$ cat src/logic/memory_pkg.sv
// L1 data cache geometry
// Way and set counts, index, tag and line widths, and the matching vector types

package memory_pkg;

  // Ways per set
  parameter int unsigned DCACHE_L1_ASSOCIATIVITY = 4;
  // Sets in the cache
  parameter int unsigned DCACHE_L1_SETS          = 8;

  // Index widths follow from the counts above
  parameter int unsigned DCACHE_SET_W            = $clog2(DCACHE_L1_SETS);
  parameter int unsigned DCACHE_WAY_W            = $clog2(DCACHE_L1_ASSOCIATIVITY);

  // Address tag kept per line
  parameter int unsigned DCACHE_TAG_W            = 20;
  // One cache line of data
  parameter int unsigned DCACHE_LINE_W           = 64;

  // One dirty bit per way, bit k is way k
  typedef logic [DCACHE_L1_ASSOCIATIVITY-1:0] dirty_vec_t;

  // Set index
  typedef logic [DCACHE_SET_W-1:0]            set_idx_t;
  // Way index, binary coded
  typedef logic [DCACHE_WAY_W-1:0]            way_idx_t;

  // Tag of a line
  typedef logic [DCACHE_TAG_W-1:0]            tag_t;
  // Data of a line
  typedef logic [DCACHE_LINE_W-1:0]           line_t;

endpackage

$ cat src/logic/l2_update_pkg.sv
// Write-back control definitions
// Flush controller states and the write-back buffer entry

package l2_update_pkg;

  // Flush controller states
  // IDLE waits for a start pulse
  // SCAN walks the sets and pushes dirty lines
  // DONE waits for the WBB to drain
  typedef enum logic [1:0] {
    IDLE = 2'd0,
    SCAN = 2'd1,
    DONE = 2'd2
  } l2_update_state_t;

  // One line on its way to L2
  // Tag, set and way locate the line, 89 bits in all
  typedef struct packed {
    // Tag stored with the line
    memory_pkg::tag_t     tag;
    // Set the line came from
    memory_pkg::set_idx_t set_idx;
    // Way the line came from
    memory_pkg::way_idx_t way_idx;
    // Line data
    memory_pkg::line_t    line;
  } wbb_entry_t;

endpackage

$ cat src/logic/d1_wbb_if.sv
// Controller to write-back buffer link
// Write strobe, entry, full and empty levels with writer and buffer modports

`timescale 1ns/100ps

interface d1_wbb_if;

  // Push strobe, one entry per high cycle
  logic                      wr;
  // Line to push
  l2_update_pkg::wbb_entry_t entry;
  // No free slot, writer must hold
  logic                      full;
  // Nothing left to drain
  logic                      empty;

  // Flush controller side
  modport writer (
    output wr,
    output entry,
    input  full,
    input  empty
  );

  // Buffer side
  modport buffer (
    input  wr,
    input  entry,
    output full,
    output empty
  );

endinterface

$ cat src/logic/d1_dirty_vec_one_hotter.sv
// Dirty vector one-hotter
// Lowest dirty way selection and the set counter enable of the flush

`timescale 1ns/100ps

module d1_dirty_vec_one_hotter (
  // Controller pushes into the WBB in this cycle
  input  logic                   l2_update_is_writing_wbb_i,
  // Dirty bits of the current set, any number set
  input  memory_pkg::dirty_vec_t mh_dirty_vec_i,
  // Only the lowest dirty way kept
  output memory_pkg::dirty_vec_t oh_dirty_vec_o,
  // Set has some dirty way
  output logic                   at_least_one_dirty_o,
  // Move the flush on to the next set
  output logic                   l2_update_cnt_en_o
);

  memory_pkg::dirty_vec_t oh_dirty_vec;
  logic                   is_clean;
  logic                   last_dirty;

  // Two's complement trick isolates the lowest set bit
  assign oh_dirty_vec = mh_dirty_vec_i & (~mh_dirty_vec_i + 1'b1);

  // No dirty way at all
  assign is_clean = (mh_dirty_vec_i == '0);

  // A single dirty way left, so the one-hot copy equals the input
  assign last_dirty = !is_clean && (mh_dirty_vec_i == oh_dirty_vec);

  assign at_least_one_dirty_o = !is_clean;

  // Clean set passes at once
  // Otherwise wait until its last dirty way goes into the WBB
  assign l2_update_cnt_en_o = is_clean || (last_dirty && l2_update_is_writing_wbb_i);

  assign oh_dirty_vec_o = oh_dirty_vec;

endmodule

$ cat src/logic/d1_line_store.sv
// D1 line store
// Tag, data and dirty arrays with a CPU fill port and the flush read and clear port

`timescale 1ns/100ps

module d1_line_store (
  input  logic                   clk_i,
  input  logic                   arst_n_i,
  // CPU fill port, marks the line dirty
  input  logic                   cpu_wr_i,
  input  memory_pkg::set_idx_t   cpu_set_i,
  input  memory_pkg::way_idx_t   cpu_way_i,
  input  memory_pkg::tag_t       cpu_tag_i,
  input  memory_pkg::line_t      cpu_data_i,
  // Flush in progress, CPU writes are dropped
  input  logic                   busy_i,
  // Set under flush
  input  memory_pkg::set_idx_t   flush_set_i,
  // Clear the dirty bit of the selected way
  input  logic                   dirty_clr_i,
  // Selected way, one-hot
  input  memory_pkg::dirty_vec_t dirty_clr_oh_i,
  // Dirty bits of the flushed set
  output memory_pkg::dirty_vec_t dirty_vec_o,
  // Tag and data of the selected way
  output memory_pkg::tag_t       sel_tag_o,
  output memory_pkg::line_t      sel_line_o
);

  localparam int unsigned SETS = memory_pkg::DCACHE_L1_SETS;
  localparam int unsigned WAYS = memory_pkg::DCACHE_L1_ASSOCIATIVITY;

  memory_pkg::tag_t       tag_q   [SETS][WAYS];
  memory_pkg::line_t      data_q  [SETS][WAYS];
  memory_pkg::dirty_vec_t dirty_q [SETS];

  logic cpu_wr_en;

  // CPU side only acts outside a flush
  assign cpu_wr_en = cpu_wr_i && !busy_i;

  // Payload arrays
  always_ff @(posedge clk_i) begin
    if (cpu_wr_en) begin
      tag_q[cpu_set_i][cpu_way_i]  <= cpu_tag_i;
      data_q[cpu_set_i][cpu_way_i] <= cpu_data_i;
    end
  end

  // Dirty bits, set by the CPU and cleared by the flush
  // Both never act in the same cycle since busy_i gates the CPU
  always_ff @(posedge clk_i or negedge arst_n_i) begin
    if (!arst_n_i) begin
      for (int s = 0; s < SETS; s++) begin
        dirty_q[s] <= '0;
      end
    end else if (cpu_wr_en) begin
      dirty_q[cpu_set_i][cpu_way_i] <= 1'b1;
    end else if (dirty_clr_i) begin
      dirty_q[flush_set_i] <= dirty_q[flush_set_i] & ~dirty_clr_oh_i;
    end
  end

  assign dirty_vec_o = dirty_q[flush_set_i];

  // One-hot mux over the ways of the flushed set
  always_comb begin
    sel_tag_o  = '0;
    sel_line_o = '0;
    for (int k = 0; k < WAYS; k++) begin
      if (dirty_clr_oh_i[k]) begin
        sel_tag_o  = sel_tag_o | tag_q[flush_set_i][k];
        sel_line_o = sel_line_o | data_q[flush_set_i][k];
      end
    end
  end

endmodule

$ cat src/logic/d1_l2_update.sv
// Flush controller
// Set counter, IDLE/SCAN/DONE state machine and the WBB write side

`timescale 1ns/100ps

module d1_l2_update (
  input  logic                   clk_i,
  input  logic                   arst_n_i,
  // Start pulse of a flush
  input  logic                   flush_start_i,
  // Lowest dirty way of the current set
  input  memory_pkg::dirty_vec_t oh_dirty_vec_i,
  input  logic                   at_least_one_dirty_i,
  // Set done, advance the counter
  input  logic                   cnt_en_i,
  // Line picked by the one-hot vector
  input  memory_pkg::tag_t       sel_tag_i,
  input  memory_pkg::line_t      sel_line_i,
  // Set under flush
  output memory_pkg::set_idx_t   flush_set_o,
  // Push into the WBB, also clears the dirty bit
  output logic                   writing_wbb_o,
  output logic                   busy_o,
  output logic                   done_o,
  d1_wbb_if.writer               wbb
);

  localparam memory_pkg::set_idx_t LAST_SET =
    memory_pkg::set_idx_t'(memory_pkg::DCACHE_L1_SETS - 1);

  l2_update_pkg::l2_update_state_t state_q, state_d;
  memory_pkg::set_idx_t            set_cnt_q;
  memory_pkg::way_idx_t            sel_way;
  logic                            done_q;
  logic                            writing;

  // Push a dirty line when the buffer has room
  assign writing = (state_q == l2_update_pkg::SCAN) && at_least_one_dirty_i && !wbb.full;

  // Binary way index of the one-hot pick
  always_comb begin
    sel_way = '0;
    for (int k = 0; k < memory_pkg::DCACHE_L1_ASSOCIATIVITY; k++) begin
      if (oh_dirty_vec_i[k]) begin
        sel_way = memory_pkg::way_idx_t'(k);
      end
    end
  end

  // Next state
  always_comb begin
    state_d = state_q;
    case (state_q)
      l2_update_pkg::IDLE: begin
        if (flush_start_i) state_d = l2_update_pkg::SCAN;
      end
      l2_update_pkg::SCAN: begin
        // Last set finished
        if (cnt_en_i && set_cnt_q == LAST_SET) state_d = l2_update_pkg::DONE;
      end
      l2_update_pkg::DONE: begin
        // Wait for the last entries to reach L2
        if (wbb.empty) state_d = l2_update_pkg::IDLE;
      end
      default: state_d = l2_update_pkg::IDLE;
    endcase
  end

  always_ff @(posedge clk_i or negedge arst_n_i) begin
    if (!arst_n_i) begin
      state_q   <= l2_update_pkg::IDLE;
      set_cnt_q <= '0;
      done_q    <= 1'b0;
    end else begin
      state_q <= state_d;
      // Pulse when DONE hands back to IDLE
      done_q  <= (state_q == l2_update_pkg::DONE) && wbb.empty;
      if (state_q == l2_update_pkg::IDLE) begin
        set_cnt_q <= '0;
      end else if (state_q == l2_update_pkg::SCAN && cnt_en_i) begin
        // Wraps to zero after the last set
        set_cnt_q <= set_cnt_q + 1'b1;
      end
    end
  end

  assign flush_set_o   = set_cnt_q;
  assign writing_wbb_o = writing;
  assign busy_o        = (state_q != l2_update_pkg::IDLE);
  assign done_o        = done_q;

  // WBB write side
  assign wbb.wr            = writing;
  assign wbb.entry.tag     = sel_tag_i;
  assign wbb.entry.set_idx = set_cnt_q;
  assign wbb.entry.way_idx = sel_way;
  assign wbb.entry.line    = sel_line_i;

endmodule

$ cat src/logic/d1_wbb.sv
// Write-back buffer
// Circular FIFO of line entries draining one per cycle to L2

`timescale 1ns/100ps

module d1_wbb #(
  parameter int unsigned WBB_DEPTH = 4
) (
  input  logic                 clk_i,
  input  logic                 arst_n_i,
  d1_wbb_if.buffer             wbb,
  // L2 cannot accept a write
  input  logic                 l2_busy_i,
  // Entry valid on the L2 fields
  output logic                 l2_wr_o,
  output memory_pkg::tag_t     l2_tag_o,
  output memory_pkg::set_idx_t l2_set_o,
  output memory_pkg::way_idx_t l2_way_o,
  output memory_pkg::line_t    l2_data_o
);

  // Pointer needs one bit even for a single entry
  localparam int unsigned PTR_W = (WBB_DEPTH > 1) ? $clog2(WBB_DEPTH) : 1;
  localparam int unsigned CNT_W = $clog2(WBB_DEPTH + 1);

  l2_update_pkg::wbb_entry_t mem_q [WBB_DEPTH];
  l2_update_pkg::wbb_entry_t head;

  logic [PTR_W-1:0] wr_ptr_q;
  logic [PTR_W-1:0] rd_ptr_q;
  logic [CNT_W-1:0] count_q;
  logic             push;
  logic             pop;

  assign push = wbb.wr;
  // Drain while L2 is free
  assign pop  = !wbb.empty && !l2_busy_i;

  assign wbb.empty = (count_q == '0);
  assign wbb.full  = (count_q == CNT_W'(WBB_DEPTH));

  // Entry storage
  always_ff @(posedge clk_i) begin
    if (push) mem_q[wr_ptr_q] <= wbb.entry;
  end

  // Pointers wrap at WBB_DEPTH, not at a power of two
  always_ff @(posedge clk_i or negedge arst_n_i) begin
    if (!arst_n_i) begin
      wr_ptr_q <= '0;
      rd_ptr_q <= '0;
      count_q  <= '0;
    end else begin
      if (push) begin
        wr_ptr_q <= (wr_ptr_q == PTR_W'(WBB_DEPTH - 1)) ? '0 : wr_ptr_q + 1'b1;
      end
      if (pop) begin
        rd_ptr_q <= (rd_ptr_q == PTR_W'(WBB_DEPTH - 1)) ? '0 : rd_ptr_q + 1'b1;
      end
      count_q <= count_q + CNT_W'(push) - CNT_W'(pop);
    end
  end

  // Oldest entry straight to the L2 port
  assign head      = mem_q[rd_ptr_q];
  assign l2_wr_o   = pop;
  assign l2_tag_o  = head.tag;
  assign l2_set_o  = head.set_idx;
  assign l2_way_o  = head.way_idx;
  assign l2_data_o = head.line;

endmodule

$ cat src/logic/d1_l2_update_top.sv
// D1 to L2 flush top level
// Line store, one-hotter, flush controller and write-back buffer

`timescale 1ns/100ps

module d1_l2_update_top #(
  parameter int unsigned WBB_DEPTH = 4
) (
  input  logic                 clk_i,
  input  logic                 arst_n_i,
  // CPU fill port
  input  logic                 cpu_wr_i,
  input  memory_pkg::set_idx_t cpu_set_i,
  input  memory_pkg::way_idx_t cpu_way_i,
  input  memory_pkg::tag_t     cpu_tag_i,
  input  memory_pkg::line_t    cpu_data_i,
  // Flush control
  input  logic                 flush_start_i,
  output logic                 busy_o,
  output logic                 done_o,
  // L2 write port
  output logic                 l2_wr_o,
  output memory_pkg::tag_t     l2_tag_o,
  output memory_pkg::set_idx_t l2_set_o,
  output memory_pkg::way_idx_t l2_way_o,
  output memory_pkg::line_t    l2_data_o,
  input  logic                 l2_busy_i
);

  memory_pkg::dirty_vec_t mh_dirty_vec;
  memory_pkg::dirty_vec_t oh_dirty_vec;
  memory_pkg::set_idx_t   flush_set;
  memory_pkg::tag_t       sel_tag;
  memory_pkg::line_t      sel_line;
  logic                   at_least_one_dirty;
  logic                   cnt_en;
  logic                   l2_update_is_writing_wbb;
  logic                   busy;

  d1_wbb_if wbb_if0 ();

  // Lines and dirty bits
  d1_line_store store0 (
    .clk_i          (clk_i),
    .arst_n_i       (arst_n_i),
    .cpu_wr_i       (cpu_wr_i),
    .cpu_set_i      (cpu_set_i),
    .cpu_way_i      (cpu_way_i),
    .cpu_tag_i      (cpu_tag_i),
    .cpu_data_i     (cpu_data_i),
    .busy_i         (busy),
    .flush_set_i    (flush_set),
    .dirty_clr_i    (l2_update_is_writing_wbb),
    .dirty_clr_oh_i (oh_dirty_vec),
    .dirty_vec_o    (mh_dirty_vec),
    .sel_tag_o      (sel_tag),
    .sel_line_o     (sel_line)
  );

  // Lowest dirty way pick
  d1_dirty_vec_one_hotter one_hotter0 (
    .l2_update_is_writing_wbb_i (l2_update_is_writing_wbb),
    .mh_dirty_vec_i             (mh_dirty_vec),
    .oh_dirty_vec_o             (oh_dirty_vec),
    .at_least_one_dirty_o       (at_least_one_dirty),
    .l2_update_cnt_en_o         (cnt_en)
  );

  // Flush sequencing
  d1_l2_update ctrl0 (
    .clk_i                (clk_i),
    .arst_n_i             (arst_n_i),
    .flush_start_i        (flush_start_i),
    .oh_dirty_vec_i       (oh_dirty_vec),
    .at_least_one_dirty_i (at_least_one_dirty),
    .cnt_en_i             (cnt_en),
    .sel_tag_i            (sel_tag),
    .sel_line_i           (sel_line),
    .flush_set_o          (flush_set),
    .writing_wbb_o        (l2_update_is_writing_wbb),
    .busy_o               (busy),
    .done_o               (done_o),
    .wbb                  (wbb_if0.writer)
  );

  // Buffer toward L2
  d1_wbb #(
    .WBB_DEPTH (WBB_DEPTH)
  ) wbb0 (
    .clk_i     (clk_i),
    .arst_n_i  (arst_n_i),
    .wbb       (wbb_if0.buffer),
    .l2_busy_i (l2_busy_i),
    .l2_wr_o   (l2_wr_o),
    .l2_tag_o  (l2_tag_o),
    .l2_set_o  (l2_set_o),
    .l2_way_o  (l2_way_o),
    .l2_data_o (l2_data_o)
  );

  assign busy_o = busy;

endmodule

$ cat config.mk
export PLATFORM = sky130hd
export DESIGN_NAME = d1_l2_update_top
export DESIGN_NICKNAME = d
export VERILOG_FILES = /design/src/logic/memory_pkg.sv /design/src/logic/l2_update_pkg.sv /design/src/logic/d1_wbb_if.sv /design/src/logic/d1_dirty_vec_one_hotter.sv /design/src/logic/d1_line_store.sv /design/src/logic/d1_l2_update.sv /design/src/logic/d1_wbb.sv /design/src/logic/d1_l2_update_top.sv
export SDC_FILE = /design/constraint.sdc
export NUM_CORES = 2
export LEC_CHECK = 0
export ABC_AREA = 0
export ABC_CLOCK_PERIOD_IN_PS = 9700
export BUFFER_PORTS_ARGS = -buffer_cell sky130_fd_sc_hd__buf_2
export CELL_PAD_IN_SITES_DETAIL_PLACEMENT = 1
export CELL_PAD_IN_SITES_GLOBAL_PLACEMENT = 2
export CORE_MARGIN = 4
export CORE_UTILIZATION = 25
export CTS_BUF_LIST = sky130_fd_sc_hd__clkbuf_4 sky130_fd_sc_hd__clkbuf_8
export DETAILED_ROUTE_END_ITERATION = 10
export PLACE_DENSITY_LB_ADDON = 0.1
export SYNTH_ARGS = -nofsm -noshare
export SYNTH_HDL_FRONTEND = slang
export SYNTH_SLANG_ARGS = --single-unit
$ cat constraint.sdc
create_clock -name clk_i -period 9.7 [get_ports clk_i]
set_input_delay 0.97 -clock clk_i [delete_from_list [all_inputs] [get_ports clk_i]]
set_output_delay 0.97 -clock clk_i [all_outputs]
set_load 0.05 [all_outputs]
==> out/metrics.yaml <==
status: "complete, no violations"
drt-total-wl_um: 501000
fmax_ghz: 0.179
fin_setup_tns_ps: 0
clk_latency_ps: 1220
synthCells: 6089
synth_nets: 6193
tightestPinTransition_ps: 1250
maxCapViolations: 0
syn_area_per_cell_um2: 19.3
r2r_start: "ctrl0.flush_set_o[1]"
path_clk_slew_ps: 60
grt_max_degree: 90
ctsHtreeMaxLevel: 6
netlist.area_leader.share: 0.777
cts_max_path_buffers: 4
grt_pass1_vias: 70100
hpwl_um: 269000
power.leakage_uw: 0.0433
top_layer: "met5"
cts_made_buffers: 574
post_cts_buffers: 0
drive_above_1_share: 0.256
worstPathArrival_ps: 6660
layout.cells.non_filler: 13300
grt_pass1_wl_um: 663000
hold_class: "in -> reg"
dp.cells: 12300
crit_start: "ctrl0.flush_set_o[1]"
drc: 0
clock_skew_ps: 78.3
drt_iter0_drc: 6149
ys_ff_latch: 3089
worstPathRequired_ps: 10760
core_um2: 468000
root_buffer: "clkbuf_8"
ys_warn_count: 0
endpoint_kind: "flop"
place.gp.congestion: 0.732
post-route-cell-area_um2: 138000
wire_per_inst_um: 37.7
placedInstanceArea_um2: 127000
wl_met2_um: 237000
wirelength_met1_um: 230000
final_cell_mix: "3044 x edfxtp_1, 585 x clkbuf_8, 419 x a221oi_1"
power_uw: 45600
die_area_um2: 482000
cts_sinks: 3089
grt_usage: 0.203
worst-setup-path-type: "reg -> reg"
final_util: 0.294
regToRegSetupSlack_ps: 4100
powerDensity_nw_per_um2: 331
synth_edf_count: 3044
std_cell_rows: 251
synth_seq_area_share: 0.787
finalCriticalPeriod_ps: 5600
max_slew_margin: 0.165
synth_ff_type: "edfxtp_1"
firstDrtPassIters: 6
io-pin-count: 186
setup_viol: 0
drv_slew: 0
vdd_ir_drop_max_uv: 200
async_flop_share: 0.0146
path_max_fanout: 34
fin_crit_sh: 0.577
reg2reg_to: "wbb0.mem_q[0][58]"
final_common_cell: "edfxtp_1"
vias: 66500
rsz0062_at_grt: "no"
syn_to_final_growth_pct: 17.1
viasPerCell: 5.00
r2r_cells: 10
die_w_um: 694
synth_cell_types: 64
yosysTopAreaCell: "edfxtp_1"
cts_tree: "done"
endpoint: "wbb0.mem_q[0][58]"
post_cts_resize_count: 0
antenna_found_initial: 77
port_buffers: 185
finalHoldViolCount: 0
die_y_um: 694
synth_area_um2: 118000
antenna_left: 0
fin_nets: 6762
start_kind: "flop"
grt_overflow_total: 0
route.met3.wl_um: 24200
start_util: 0.251
synthTopCellsByArea: "edfxtp_1 78%, mux4_2 5.6%, a221oi_1 3.1%"
-- final cells by class --
cell class	instances	area, um2
sequential	3089	92600
antenna	22	55.1
tap	6198	7750
clock buffer	786	9560
multi-input combinational	2581	23500
fill	47700	330000
inverter	10	57.6
clock inverter	212	1260
timing repair buffer	402	3000
-- through the flow --
| stage | setup WS (ps) | hold WS (ps) |
|---|---|---|
| CTS | 4060 | 49.6 |
| finish | 4100 | 208 |
| detailed placement | 4100 | 461 |
| global placement | 4070 | 456 |
| global route | 3990 | 115 |
| floorplan | 4100 | 444 |
-- cell usage after synthesis, types with 4 or more instances --
| master | number |
|---|---|
| dfrtp_1 | 45 |
| o21ai_0 | 177 |
| mux2_2 | 166 |
| clkbuf_1 | 151 |
| a221o_1 | 50 |
| nand2_1 | 140 |
| inv_1 | 9 |
| and2_1 | 7 |
| o22a_1 | 17 |
| buf_6 | 8 |
| nor3_1 | 8 |
| edfxtp_1 | 3044 |
| nor2b_1 | 6 |
| a211oi_1 | 13 |
| ha_1 | 9 |
| o221ai_1 | 32 |
| mux4_2 | 290 |
| a22o_1 | 48 |
| o2bb2ai_1 | 4 |
| buf_4 | 55 |
| o22ai_1 | 120 |
| a21o_1 | 12 |
| buf_2 | 159 |
| o21ai_1 | 10 |
| a221oi_1 | 419 |
| buf_1 | 36 |
| a21oi_1 | 214 |
| a22oi_1 | 114 |
| nand3_1 | 9 |
| mux2i_1 | 311 |
| o211ai_1 | 23 |
| nor2_1 | 326 |
-- kinds of logic after synthesis --
kind of cell / synth area share
AOI/OAI and AO/OA: 0.0783
xor gates and xnor gates: 0.000149
adders and majority gates: 0.00113
buffers and inverters: 0.0173
DFF: 0.787
muxes: 0.0985
and+or+nand+nor: 0.0180
-- how the worst min path moves through the flow --
| stage | start | end | slack (ps) | cells past startpoint |
|---|---|---|---|---|
| after floorplan | store0.dirty_q[12] | store0.dirty_q[12] | 440 | 1 |
| after global placement | store0.dirty_q[0] | store0.dirty_q[0] | 460 | 1 |
| after detailed placement | store0.dirty_q[28] | store0.dirty_q[28] | 460 | 1 |
| after CTS | l2_busy_i | wbb0.rd_ptr_q[0] | 50 | 3 |
| after global routing | l2_busy_i | wbb0.rd_ptr_q[0] | 120 | 3 |
| final | l2_busy_i | wbb0.rd_ptr_q[0] | 210 | 3 |
-- critical path, stage by stage (launching register included) --
cell and delay [ps]:
dfrtp_4 880, buf_4 660, inv_8 270, mux2i_4 260, buf_4 590, nand2_4 570, buf_4 530, o22ai_1 250
nor2_1 60, o22ai_1 970, buf_4 280
-- registers in the layout, indices dropped and copies added (netlist names) --
name	count
store0.dirty_q	32
wbb0.rd_ptr_q	2
wbb0.count_q	3
store0.tag_q	640
ctrl0.state_q	2
wbb0.mem_q	356
ctrl0.done_o	1
ctrl0.flush_set_o	3
store0.data_q	2048
wbb0.wr_ptr_q	2
-- metal layers --
metal | vias to the layer above | track usage
met3 | 614 | 0.0306
met2 | 1958 | 0.334
li1 | 26700 | -
met5 | - | 0
met1 | 37300 | 0.285
met4 | 32 | 0.0417
-- report_power, final --
| part | total [uW] | switching (uW) | internal (uW) |
|---|---|---|---|
| registers | 16500 | 346 | 16200 |
| logic | 16800 | 12400 | 4390 |
| clock network | 12200 | 5730 | 6490 |
| total | 45600 | 18500 | 27100 |
-- what timing repair did --
| action | 4_1_cts | 5_1_grt |
|---|---|---|
| hold buffers | 2 | 0 |
| setup endpoints to repair | 0 | 0 |
| endpoints found under the hold margin | 46 | 0 |
(Power assumes the default switching activity.)
